===== src/hw/exec_consts.svh =====
`ifndef EXEC_CONSTS_SVH
`define EXEC_CONSTS_SVH

// Width of a data word and of every operand.
`define XLEN 32

// Number of integer registers, x0 included.
`define REG_COUNT 32

// Width of a register index.
`define REG_BITS 5

`endif

===== src/hw/exec_pkg.sv =====
`default_nettype none

`include "exec_consts.svh"

package exec_pkg;

  typedef logic [`XLEN-1:0] word_t;
  typedef logic [`REG_BITS-1:0] reg_index_t;

  typedef enum logic [3:0] {
    OP_ADD  = 4'd0,
    OP_SUB  = 4'd1,
    OP_AND  = 4'd2,
    OP_OR   = 4'd3,
    OP_XOR  = 4'd4,
    OP_SLL  = 4'd5,
    OP_SRL  = 4'd6,
    OP_SRA  = 4'd7,
    OP_SLT  = 4'd8,
    OP_SLTU = 4'd9,
    OP_LUI  = 4'd10,
    OP_DIVU = 4'd11,
    OP_REMU = 4'd12
  } exec_op_t;

  typedef enum logic [1:0] {DIV_IDLE, DIV_BUSY, DIV_DONE} div_state_t;

endpackage

`default_nettype wire


===== src/hw/exec_core.sv =====
`timescale 1ns/1ps
`default_nettype none

`include "exec_consts.svh"

module exec_core import exec_pkg::*; (
  input  logic       clock,
  input  logic       reset,
  input  logic       in_valid,
  output logic       in_ready,
  input  exec_op_t   in_op,
  input  reg_index_t in_rd,
  input  reg_index_t in_rs1,
  input  reg_index_t in_rs2,
  input  word_t      in_imm,
  input  logic       in_use_imm,
  output logic       result_valid,
  input  logic       result_ready,
  output reg_index_t result_rd,
  output word_t      result_data
);

  logic       op_valid;
  logic       op_ready;
  exec_op_t   op_op;
  reg_index_t op_rd;
  word_t      op_src1;
  word_t      op_src2;
  logic       ex_valid;
  logic       ex_ready;
  reg_index_t ex_rd;
  word_t      ex_data;
  logic       wr_enable;
  reg_index_t wr_rd;
  word_t      wr_data;

  operand_stage u_operand (
    .clock(clock), .reset(reset),
    .in_valid(in_valid), .in_ready(in_ready), .in_op(in_op), .in_rd(in_rd),
    .in_rs1(in_rs1), .in_rs2(in_rs2), .in_imm(in_imm), .in_use_imm(in_use_imm),
    .op_valid(op_valid), .op_ready(op_ready), .op_op(op_op), .op_rd(op_rd),
    .op_src1(op_src1), .op_src2(op_src2),
    .wr_enable(wr_enable), .wr_rd(wr_rd), .wr_data(wr_data)
  );

  execute_stage u_execute (
    .clock(clock), .reset(reset),
    .op_valid(op_valid), .op_ready(op_ready), .op_op(op_op), .op_rd(op_rd),
    .op_src1(op_src1), .op_src2(op_src2),
    .ex_valid(ex_valid), .ex_ready(ex_ready), .ex_rd(ex_rd), .ex_data(ex_data)
  );

  writeback_stage u_writeback (
    .clock(clock), .reset(reset),
    .ex_valid(ex_valid), .ex_ready(ex_ready), .ex_rd(ex_rd), .ex_data(ex_data),
    .result_valid(result_valid), .result_ready(result_ready),
    .result_rd(result_rd), .result_data(result_data),
    .wr_enable(wr_enable), .wr_rd(wr_rd), .wr_data(wr_data)
  );

endmodule

`default_nettype wire


===== src/hw/writeback_stage.sv =====
`timescale 1ns/1ps
`default_nettype none

`include "exec_consts.svh"

module writeback_stage import exec_pkg::*; (
  input  logic       clock,
  input  logic       reset,
  input  logic       ex_valid,
  output logic       ex_ready,
  input  reg_index_t ex_rd,
  input  word_t      ex_data,
  output logic       result_valid,
  input  logic       result_ready,
  output reg_index_t result_rd,
  output word_t      result_data,
  output logic       wr_enable,
  output reg_index_t wr_rd,
  output word_t      wr_data
);

  logic take;

  assign ex_ready  = !result_valid || result_ready;
  assign take      = ex_valid && ex_ready;
  assign wr_enable = take && (ex_rd != {`REG_BITS{1'b0}}); // Commits in program order.
  assign wr_rd     = ex_rd;
  assign wr_data   = ex_data;

  always_ff @(posedge clock) begin
    if (reset == 1'b0) begin
      result_valid <= 1'b0;
    end else if (take) begin
      result_valid <= 1'b1;
    end else if (result_ready) begin
      result_valid <= 1'b0;
    end
  end

  always_ff @(posedge clock) begin
    if (take) begin
      result_rd   <= ex_rd;
      result_data <= ex_data;
    end
  end

endmodule

`default_nettype wire


===== src/hw/execute_stage.sv =====
`timescale 1ns/1ps
`default_nettype none

`include "exec_consts.svh"

module execute_stage import exec_pkg::*; (
  input  logic       clock,
  input  logic       reset,
  input  logic       op_valid,
  output logic       op_ready,
  input  exec_op_t   op_op,
  input  reg_index_t op_rd,
  input  word_t      op_src1,
  input  word_t      op_src2,
  output logic       ex_valid,
  input  logic       ex_ready,
  output reg_index_t ex_rd,
  output word_t      ex_data
);

  word_t alu_result;
  word_t quotient;
  word_t remainder;
  logic  div_done;
  logic  div_start;
  logic  div_active;
  logic  div_rem;
  logic  is_div;
  logic  out_free;
  logic  accept;
  logic  div_finish;

  alu u_alu (
    .op(op_op),
    .src1(op_src1),
    .src2(op_src2),
    .result(alu_result)
  );

  divider u_divider (
    .clock(clock),
    .reset(reset),
    .start(div_start),
    .dividend(op_src1),
    .divisor(op_src2),
    .done(div_done),
    .quotient(quotient),
    .remainder(remainder)
  );

  // ************************************************************
  // Stage control and the division stall.
  // ************************************************************
  assign is_div     = (op_op == OP_DIVU) || (op_op == OP_REMU);
  assign out_free   = !ex_valid || ex_ready;
  assign op_ready   = out_free && !div_active;
  assign accept     = op_valid && op_ready;
  assign div_start  = accept && is_div;
  assign div_finish = div_active && div_done && out_free;

  always_ff @(posedge clock) begin
    if (reset == 1'b0) begin
      ex_valid   <= 1'b0;
      div_active <= 1'b0;
    end else begin
      if (div_start) begin
        div_active <= 1'b1;
      end else if (div_finish) begin
        div_active <= 1'b0;
      end
      if ((accept && !is_div) || div_finish) begin
        ex_valid <= 1'b1;
      end else if (ex_ready) begin
        ex_valid <= 1'b0;
      end
    end
  end

  always_ff @(posedge clock) begin
    if (accept) begin
      ex_rd   <= op_rd;
      div_rem <= (op_op == OP_REMU);
    end
    if (accept && !is_div) begin
      ex_data <= alu_result;
    end else if (div_finish) begin
      ex_data <= div_rem ? remainder : quotient;
    end
  end

endmodule

`default_nettype wire


===== src/hw/operand_stage.sv =====
`timescale 1ns/1ps
`default_nettype none

`include "exec_consts.svh"

module operand_stage import exec_pkg::*; (
  input  logic       clock,
  input  logic       reset,
  input  logic       in_valid,
  output logic       in_ready,
  input  exec_op_t   in_op,
  input  reg_index_t in_rd,
  input  reg_index_t in_rs1,
  input  reg_index_t in_rs2,
  input  word_t      in_imm,
  input  logic       in_use_imm,
  output logic       op_valid,
  input  logic       op_ready,
  output exec_op_t   op_op,
  output reg_index_t op_rd,
  output word_t      op_src1,
  output word_t      op_src2,
  input  logic       wr_enable,
  input  reg_index_t wr_rd,
  input  word_t      wr_data
);

  word_t      regs [`REG_COUNT];
  reg_index_t rs1_q;
  reg_index_t rs2_q;
  logic       use_imm_q;
  word_t      src1_q;
  word_t      src2_q;
  logic       hit_in1;
  logic       hit_in2;
  logic       hit_q1;
  logic       hit_q2;
  word_t      read1;
  word_t      read2;

  assign in_ready = !op_valid || op_ready;

  // ************************************************************
  // Forwarding from the register write port.
  // ************************************************************
  assign hit_in1 = wr_enable && (in_rs1 != '0) && (wr_rd == in_rs1);
  assign hit_in2 = wr_enable && (in_rs2 != '0) && (wr_rd == in_rs2);
  assign hit_q1  = wr_enable && (rs1_q != '0) && (wr_rd == rs1_q);
  assign hit_q2  = wr_enable && (rs2_q != '0) && (wr_rd == rs2_q);

  assign read1 = hit_in1 ? wr_data : regs[in_rs1];
  assign read2 = hit_in2 ? wr_data : regs[in_rs2];

  assign op_src1 = hit_q1 ? wr_data : src1_q;
  assign op_src2 = (hit_q2 && !use_imm_q) ? wr_data : src2_q; // Immediates are never replaced.

  always_ff @(posedge clock) begin
    if (reset == 1'b0) begin
      for (int i = 0; i < `REG_COUNT; i++) begin
        regs[i] <= '0;
      end
    end else if (wr_enable && (wr_rd != '0)) begin
      regs[wr_rd] <= wr_data; // Entry zero is never written.
    end
  end

  always_ff @(posedge clock) begin
    if (reset == 1'b0) begin
      op_valid <= 1'b0;
    end else if (in_ready) begin
      op_valid <= in_valid;
    end
  end

  always_ff @(posedge clock) begin
    if (in_valid && in_ready) begin
      op_op     <= in_op;
      op_rd     <= in_rd;
      rs1_q     <= in_rs1;
      rs2_q     <= in_rs2;
      use_imm_q <= in_use_imm;
      src1_q    <= read1;
      src2_q    <= in_use_imm ? in_imm : read2;
    end else begin
      src1_q <= op_src1; // A waiting instruction keeps its operands current.
      src2_q <= op_src2;
    end
  end

endmodule

`default_nettype wire


===== src/hw/divider.sv =====
`timescale 1ns/1ps
`default_nettype none

`include "exec_consts.svh"

module divider import exec_pkg::*; (
  input  logic  clock,
  input  logic  reset,
  input  logic  start,
  input  word_t dividend,
  input  word_t divisor,
  output logic  done,
  output word_t quotient,
  output word_t remainder
);

  localparam int CNT_BITS = $clog2(`XLEN);

  div_state_t           state;
  logic [CNT_BITS-1:0]  count;
  word_t                divisor_q;
  logic [`XLEN:0]       shifted;
  logic                 fits;

  // One restoring step brings down the next dividend bit.
  assign shifted = {remainder, quotient[`XLEN-1]};
  assign fits    = shifted >= {1'b0, divisor_q};
  assign done    = (state == DIV_DONE);

  always_ff @(posedge clock) begin
    if (reset == 1'b0) begin
      state <= DIV_IDLE;
      count <= '0;
    end else begin
      case (state)
        DIV_BUSY: begin
          count <= count + 1'b1;
          if (count == CNT_BITS'(`XLEN - 1)) begin
            state <= DIV_DONE;
          end
        end
        default: begin
          if (start) begin
            state <= DIV_BUSY; // Done holds until the next start.
            count <= '0;
          end
        end
      endcase
    end
  end

  always_ff @(posedge clock) begin
    if (start && (state != DIV_BUSY)) begin
      remainder <= '0;
      quotient  <= dividend;
      divisor_q <= divisor;
    end else if (state == DIV_BUSY) begin
      remainder <= fits ? shifted[`XLEN-1:0] - divisor_q : shifted[`XLEN-1:0];
      quotient  <= {quotient[`XLEN-2:0], fits};
    end
  end

endmodule

`default_nettype wire


===== src/hw/alu.sv =====
`timescale 1ns/1ps
`default_nettype none

`include "exec_consts.svh"

module alu import exec_pkg::*; (
  input  exec_op_t op,
  input  word_t    src1,
  input  word_t    src2,
  output word_t    result
);

  localparam int SHIFT_BITS = $clog2(`XLEN);

  logic [SHIFT_BITS-1:0] shamt;
  logic                  less_signed;
  logic                  less_unsigned;

  assign shamt         = src2[SHIFT_BITS-1:0];
  assign less_signed   = $signed(src1) < $signed(src2);
  assign less_unsigned = src1 < src2;

  always_comb begin
    case (op)
      OP_ADD:  result = src1 + src2;
      OP_SUB:  result = src1 - src2;
      OP_AND:  result = src1 & src2;
      OP_OR:   result = src1 | src2;
      OP_XOR:  result = src1 ^ src2;
      OP_SLL:  result = src1 << shamt;
      OP_SRL:  result = src1 >> shamt;
      OP_SRA:  result = word_t'($signed(src1) >>> shamt); // Sign bit fills from the left.
      OP_SLT:  result = word_t'(less_signed);
      OP_SLTU: result = word_t'(less_unsigned);
      OP_LUI:  result = src2; // The upper immediate arrives as source 2.
      default: result = '0;   // Division results come from the divider.
    endcase
  end

endmodule

`default_nettype wire


===== config.mk =====
export PLATFORM = sky130hd
export DESIGN_NAME = exec_core
export DESIGN_NICKNAME = d
export VERILOG_FILES = /design/src/hw/exec_pkg.sv /design/src/hw/exec_core.sv /design/src/hw/writeback_stage.sv /design/src/hw/execute_stage.sv /design/src/hw/operand_stage.sv /design/src/hw/divider.sv /design/src/hw/alu.sv
export VERILOG_INCLUDE_DIRS = /design/src /design/src/hw
export SDC_FILE = /design/constraint.sdc
export NUM_CORES = 2
export LEC_CHECK = 0
export BUFFER_PORTS_ARGS = -buffer_cell sky130_fd_sc_hd__buf_4
export CAP_MARGIN = 10
export CORE_MARGIN = 5
export CORE_UTILIZATION = 55
export CTS_BUF_LIST = sky130_fd_sc_hd__clkbuf_4
export DETAILED_ROUTE_END_ITERATION = 7
export PLACE_DENSITY = 0.74
export SLEW_MARGIN = 10
export SYNTH_ARGS = -nofsm -noshare
export SYNTH_HDL_FRONTEND = slang
export SYNTH_HIERARCHICAL = 1
export SYNTH_SLANG_ARGS = --single-unit

===== constraint.sdc =====
create_clock -name clock -period 6.7 [get_ports clock]
set_input_delay 1.34 -clock clock [delete_from_list [all_inputs] [get_ports clock]]
set_output_delay 1.34 -clock clock [all_outputs]
set_load 0.02 [all_outputs]

# --- Yosys cells after proc, flatten, opt, wreduce, memory -nomap -nowiden ---
# Memories as Yosys holds them, arrays and structs flattened.
# Cells that the tools add are included.
totals:
  regBits: 266
  mem_bits_rw: 1024
  n_memories: 1
mem_list:
  columns: ["memory", "words", "width", "read_ports", "rd_ports_with_merged_regs", "wr", "line_no", "text"]
  rows:
  - ["u_operand.regs", 32, 32, 2, 0, 32, "operand_stage.sv:28", "word_t regs [`REG_COUNT];"]
classes:
  add_sub_neg: 4
  n_lt_le_gt_ge: 3
  n_eq_ne: 21
  shift: 3
  mux: 32
  bitwise_logic: 3
  n_reduce_logical: 45
op_table:
  columns: ["op", "n"]
  rows:
  - ["two-way mux 32 bit", 14]
  - ["one-hot mux 32 bit (11 select lines)", 1]
  - ["< comparator 32 bit", 2]
  - ["subtractor 32 bit", 2]
  - ["greater-or-equal comparator 33 x 32 -> 1 bit", 1]
  - ["adder 32 bit", 1]
  - ["bitwise AND 32 bit", 1]
  - ["OR 32 bit", 1]
  - ["OR reduction 32 bit", 1]
  - ["left shift 32 x 5 -> 32 bit", 1]
  - [">> shifter 32 x 5 -> 32 bit", 1]
  - [">>> shifter 32 x 5 -> 32 bit", 1]
  - ["bitwise XOR 32 bit", 1]
  - ["nonzero test 5 bit", 5]
  - ["== test 4 bit (second input constant)", 5]
  - ["== test 5 bit", 4]
  - ["logical AND 1 bit", 20]
  - ["== test 4 x 3 -> 1 bit (second input constant)", 4]
  - ["two-way mux 5 bit", 3]
  - ["nonzero test 2 bit", 6]
  - ["two-way mux 1 bit", 11]
  - ["== test 4 x 2 -> 1 bit (second input constant)", 2]
  - ["logical NOT 1 bit", 6]
  - ["two-way mux 2 bit", 3]
  - ["other kinds (10)", 14]

# --- Longest topological paths before layout ---
logic_depth:
  depth_word: 11
  depth_mapped: 24
  mapped_depth_nobuf: 19

# --- Hierarchy ---
# Netlist, hierarchy kept.
by_module_without_submodules:
  columns: ["mod", "n_inst", "cells_per_inst", "area_each_um2", "seq_area_each_um2"]
  rows:
  - ["operand_stage", 1, 4038, 58403.5, 32651.3]
  - ["alu", 1, 1302, 8549.4, 0.0]
  - ["divider", 1, 556, 5813.1, 2702.6]
  - ["execute_stage", 1, 128, 2200.9, 1181.1]
  - ["writeback_stage", 1, 81, 1450.1, 1131.1]

# --- Least setup slack after synthesis ---
# OpenSTA, ideal clock, no wires.
synth_timing:
  path_type: "input-to-reg"
  startpoint: "input port result_ready"
  endpoint: "register u_execute.ex_data[26], data pin"
  setup_time_ns: 0.260
  t_arrival_ns: 6.250
  t_required_ns: 6.440
  setup_slack_ns: 0.190
  cell_stages: 21
  path_cell_list: "nand2b_1 -> o211a_1 -> nor3b_1 -> nand3_2 -> buf_2 -> mux2_2 -> inv_2 -> buf_1 -> buf_1 -> ha_1 -> nor2b_1 -> o31a_1 -> o21ai_2 -> o31ai_2 -> a221o_1 -> a221oi_2 -> o21bai_1 -> a211oi_2 -> a2111oi_0 -> a311o_1 -> mux2_2"
synth_between:
  elab_chain_len: 10
synth_lines:
  columns: ["item", "line_no", "text"]
  rows:
  - ["start, declared", "exec_core.sv:18", "input logic result_ready,"]
  - ["logical OR 1 bit (*)", "writeback_stage.sv:24", "assign ex_ready = !result_valid || result_ready;"]
  - ["logical AND 1 bit (*)", "writeback_stage.sv:25", "assign take = ex_valid && ex_ready;"]
  - ["logical AND 1 bit (*)", "writeback_stage.sv:26", "assign wr_enable = take && (ex_rd != {`REG_BITS{1'b0}});"]
  - ["named net wr_enable", "exec_core.sv:33", "logic wr_enable;"]
  - ["logical AND 1 bit (*) (2 in a row)", "operand_stage.sv:49", "assign hit_q2 = wr_enable && (rs2_q != '0) && (wr_rd == rs2_q);"]
  - ["logical AND 1 bit (*)", "operand_stage.sv:55", "assign op_src2 = (hit_q2 && !use_imm_q) ? wr_data : src2_q;"]
  - ["two-way mux 32 bit (*)", "operand_stage.sv:55", null]
  - ["named net op_src2[2]", "exec_core.sv:28", "word_t op_src2;"]
  - ["subtractor 32 bit (tied with other cells)", "alu.sv:26", "OP_SUB: result = src1 - src2;"]
  - ["one-hot mux 32 bit (11 select lines) (*)", "alu.sv:24", "case (op)"]
  - ["named net u_execute.alu_result[26]", "execute_stage.sv:21", "word_t alu_result;"]
  - ["two-way mux 32 bit (*)", "execute_stage.sv:84", "if (accept && !is_div) begin"]
  - ["end signal, assigned", "execute_stage.sv:85", "ex_data <= alu_result;"]
  - ["end signal, assigned", "execute_stage.sv:87", "ex_data <= div_rem ? remainder : quotient;"]
  - ["end, declared", "execute_stage.sv:18", "output word_t ex_data"]
# Mark *: on every way through the listed nets, which the timed path passes. The rest lies on a longest branch.
# A chain may end at the register's enable or synchronous reset.

# --- Worst setup path in the final report ---
layout_timing:
  startpoint: "register u_execute.ex_rd[0]"
  endpoint: "register u_execute.ex_data[0], data pin"
layout_lines:
  columns: ["item", "line_no", "text"]
  rows:
  - ["start, declared", "execute_stage.sv:17", "output reg_index_t ex_rd,"]
  - ["start signal, assigned", "execute_stage.sv:81", "ex_rd <= op_rd;"]
  - ["nonzero test 5 bit (*)", "writeback_stage.sv:26", null]
  - ["logical AND 1 bit (*)", "writeback_stage.sv:26", null]
  - ["named net wr_enable", "exec_core.sv:33", null]
  - ["logical AND 1 bit (*) (2 in a row)", "operand_stage.sv:48", "assign hit_q1 = wr_enable && (rs1_q != '0) && (wr_rd == rs1_q);"]
  - ["two-way mux 32 bit (*)", "operand_stage.sv:54", "assign op_src1 = hit_q1 ? wr_data : src1_q;"]
  - ["named net op_src1[0]", "exec_core.sv:27", "word_t op_src1;"]
  - ["subtractor 32 bit (tied with other cells)", "alu.sv:26", null]
  - ["one-hot mux 32 bit (11 select lines) (*)", "alu.sv:24", null]
  - ["named net u_execute.alu_result[0]", "execute_stage.sv:21", null]
  - ["two-way mux 32 bit (*)", "execute_stage.sv:84", null]
# Marked as above.

==> metrics.cfg <==
[status]
outcome=complete, no violations

[cells_and_area]
regArea_um2=37700
final_util_pct=60.9
drive_gt1_share_pct=26.0
multi_input_area_um2=36000
final_common_cell=edfxtp_1
area_growth_syn_to_layout_pct=9.81
layout.nets=6427
fillCellCount=10800
layout_common_cells=edfxtp_1 (1,183), and2_1 (1,004), clkbuf_4 (558), mux4_2 (417), buf_4 (322)

[flow_run]
cap_violations=0

[logic_synthesis]
netlist_area_um2=76400
seq_area_frac_synth_pct=49.3
ys_warn_count=6
async_reset_ff_share_pct=0
synth_area_leader_cell=edfxtp_1
ys_ff_latch=1290
synth_area_per_cell_um2=12.5
yosysTopAreaCellShare_pct=46.5
ys_types=101
yosys-top-cells-area=edfxtp_1 (46%), mux4_2 (12%), and2_1 (8.2%)
ys.flop_type=edfxtp_1
synth_cells=6105
synth-edff-count=1183

[place]
io_buffers=94
gp_congestion=0.997
post-dp-hpwl_um=180000
dp_slack_ns=-0.00445

[die]
die_y_um=383
fp-row-count=136
initial_utilization_pct=55.4
fp.coreArea_um2=138000
die_x_um=383
pin_count=95
dieArea_um2=146000

[drt]
drt_iter0_drc=9922
drtAntennaViolNets=0
drcViolationCount=0
wl_per_cell_um=33.8
drt_wl_total_um=281000
vias=58800
routed_via_density=7.08
detail_route.first_pass.iterations=6

[global_routing]
grt_pass1_vias=56900
antenna_found_initial=26
track_usage_pct=37.4
overflow=0
grt_start_max_net_pins=95
grt_pass1_wl_um=397000

[critical_path]
reg2reg_depth=22
timing.rr.start=u_execute/ex_rd[0]$_DFFE_PP_
r2r_setup_slack_ns=0.28
cp-start-kind=register
crit_path_frequent_cell=buf_4
r2r-end=u_execute/ex_data[0]$_DFFE_PP_
crit_path_max_fanout=26
critPathKind=register to register
path_cells=buf_4 > or4_1 > o211a_1 > nand2_1 > a211oi_4 > buf_12 > mux2_2 > inv_1 > ha_1 > fa_1 > o21ba_1 > nor4_1 > o31ai_2 > a211oi_1 > nor2_1 > a211o_1 > a21oi_1 > o21ai_0 > a22oi_1 > buf_4 > o31ai_1 > mux2_4
worstPathArrival_ns=7.47
cp_slowest_cell=a211oi_1
critPathCaptureType=register
cpPeakStageDelay_ns=0.63
cp.required_ns=7.76

[clock_network]
cts_tree=yes
path_clk_slew_ns=0.08
insertion_delay_ns=1.35
cts_made_buffers=362
post_cts_resized=0
clockBufferDepth=4
clock_sinks=1290
cts_setup_buffers=0
h-tree-depth=5
hold_buffers=0
cts-root-buf=clkbuf_4

[hold_path]
worstHoldEndpoint=u_operand/op_rd[3]$_DFFE_PP_
worstHoldPathCells=1
hp-start=in_rd[3]
hp-class=primary input to register

[sta]
period_share_pct=95.8
final-hold-violation-count=0
fmax_ghz=0.156
final_max_slew_viol_count=0
rsz0062_at_grt=no
period_needed_ns=6.42
final.setup_skew_ns=0.158
tightest_slew_ns=1.30
setup_slack_ns=0.283
setup_viol=0
slew_headroom_pct=12.8
tns_ns=0

[pwr]
finalPower_mw=22.4
vdd_drop_max_mv=0.155
leakage_nw=31.9
power_density_nw_per_um2=267

## logic make-up after synthesis
family / count (synthesis) / synth area share, %
compound gates: 1129 / 10.5
xor+xnor: 73 / 0.837
fa+ha+maj: 138 / 2.29
buf+inv: 783 / 4.44
flops: 1290 / 49.3
mux: 960 / 19.9
other cells: 1 / 0.00491
simple gates: 1731 / 12.7
## power by group
| group | leakage, nW | internal (mW) | switching (mW) |
|---|---|---|---|
| clock | 2.73 | 3.80 | 3.45 |
| combinational | 16.3 | 2.06 | 3.47 |
| sequential | 12.9 | 9.23 | 0.393 |
| total | 31.9 | 15.1 | 7.31 |
## area by class of cell
cell class	count	share of cell area, %
sequential	1290	44.9
multi-input combinational	4063	43.0
clock buffer	558	4.99
timing repair buffer	342	3.30
tap	1794	2.67
inverter	174	0.778
clock inverter	71	0.371
antenna	14	0.0417
## registers in the layout, summed over array words and instances (netlist names), 32 cells and up
signal and flops:
u_writeback/result_data 32, u_operand/regs 1024, u_execute/u_divider/divisor_q 32, u_execute/u_divider/quotient 32, u_execute/u_divider/remainder 32, u_execute/ex_data 32, u_operand/src1_q 32, u_operand/src2_q 32
## worst max-delay path, delay by kind of cell (launching register included)
kind            cells  cell delay (ns)
buf+inv             4             0.70
fa+ha+maj           2             0.62
mux                 2             0.59
flops               1             0.38
simple gates        4             1.30
compound gates     10             2.50
## Yosys cell counts (all sizes together) (7+ instances only)
library cell and count:
mux2 228, dfxtp 107, inv 170, edfxtp 1183, a31oi 22, o22ai 73
nor2b 22, o311ai 8, nor2 227, o211ai 24, o31ai 19, xor2 21
and2 1007, mux2i 315, ha 135, nand3 41, o21bai 22, o21a 7
o21ai 226, or3 22, and3 15, a221o 70, nor4 15, o221ai 73
nand3b 29, a211o 12, a211oi 74, mux4 417, nand2 226, nor3 62
clkbuf 404, a2111oi 31, a22o 71, a21oi 187, buf 205, nand2b 20
a22oi 53, or2 9, xnor2 52, nand4 16, a21o 31, a221oi 72
## per-stage QoR
stage / cells / hold WS, ns / cell area, µm²
floorplan: 6136 / 0.400 / 76500
global placement: 7661 / 0.421 / 79300
detailed placement: 7661 / 0.407 / 79300
CTS: 8290 / 0.0713 / 83800
global route: 8302 / 0.0956 / 83900
finish: 8306 / 0.164 / 83900
## worst max path at each step
| stage | start | end | slack (ns) | depth (start not counted) |
|---|---|---|---|---|
| floorplan | result_ready | u_execute/ex_data[26]$_DFFE_PP_ | 0.19 | 21 |
| global placement | result_ready | u_execute/ex_data[0]$_DFFE_PP_ | 0.13 | 22 |
| detailed placement | result_ready | u_execute/ex_data[0]$_DFFE_PP_ | -0.004 | 21 |
| CTS | u_execute/ex_rd[0]$_DFFE_PP_ | u_execute/ex_data[0]$_DFFE_PP_ | 0.53 | 22 |
| global route | u_execute/ex_rd[0]$_DFFE_PP_ | u_execute/ex_data[0]$_DFFE_PP_ | 0.23 | 22 |
| finish | u_execute/ex_rd[0]$_DFFE_PP_ | u_execute/ex_data[0]$_DFFE_PP_ | 0.28 | 22 |
## layer usage
layer  part of all wire (%)  vias up  global-route usage, %
li1                       -    23700                      -
met1                     36    28800                   50.8
met2                     42     5335                   52.6
met3                     16      922                   12.8
met4                    6.4       28                   21.2
met5                   0.13        -                  0.694
Power figures use the tool's default switching activity.
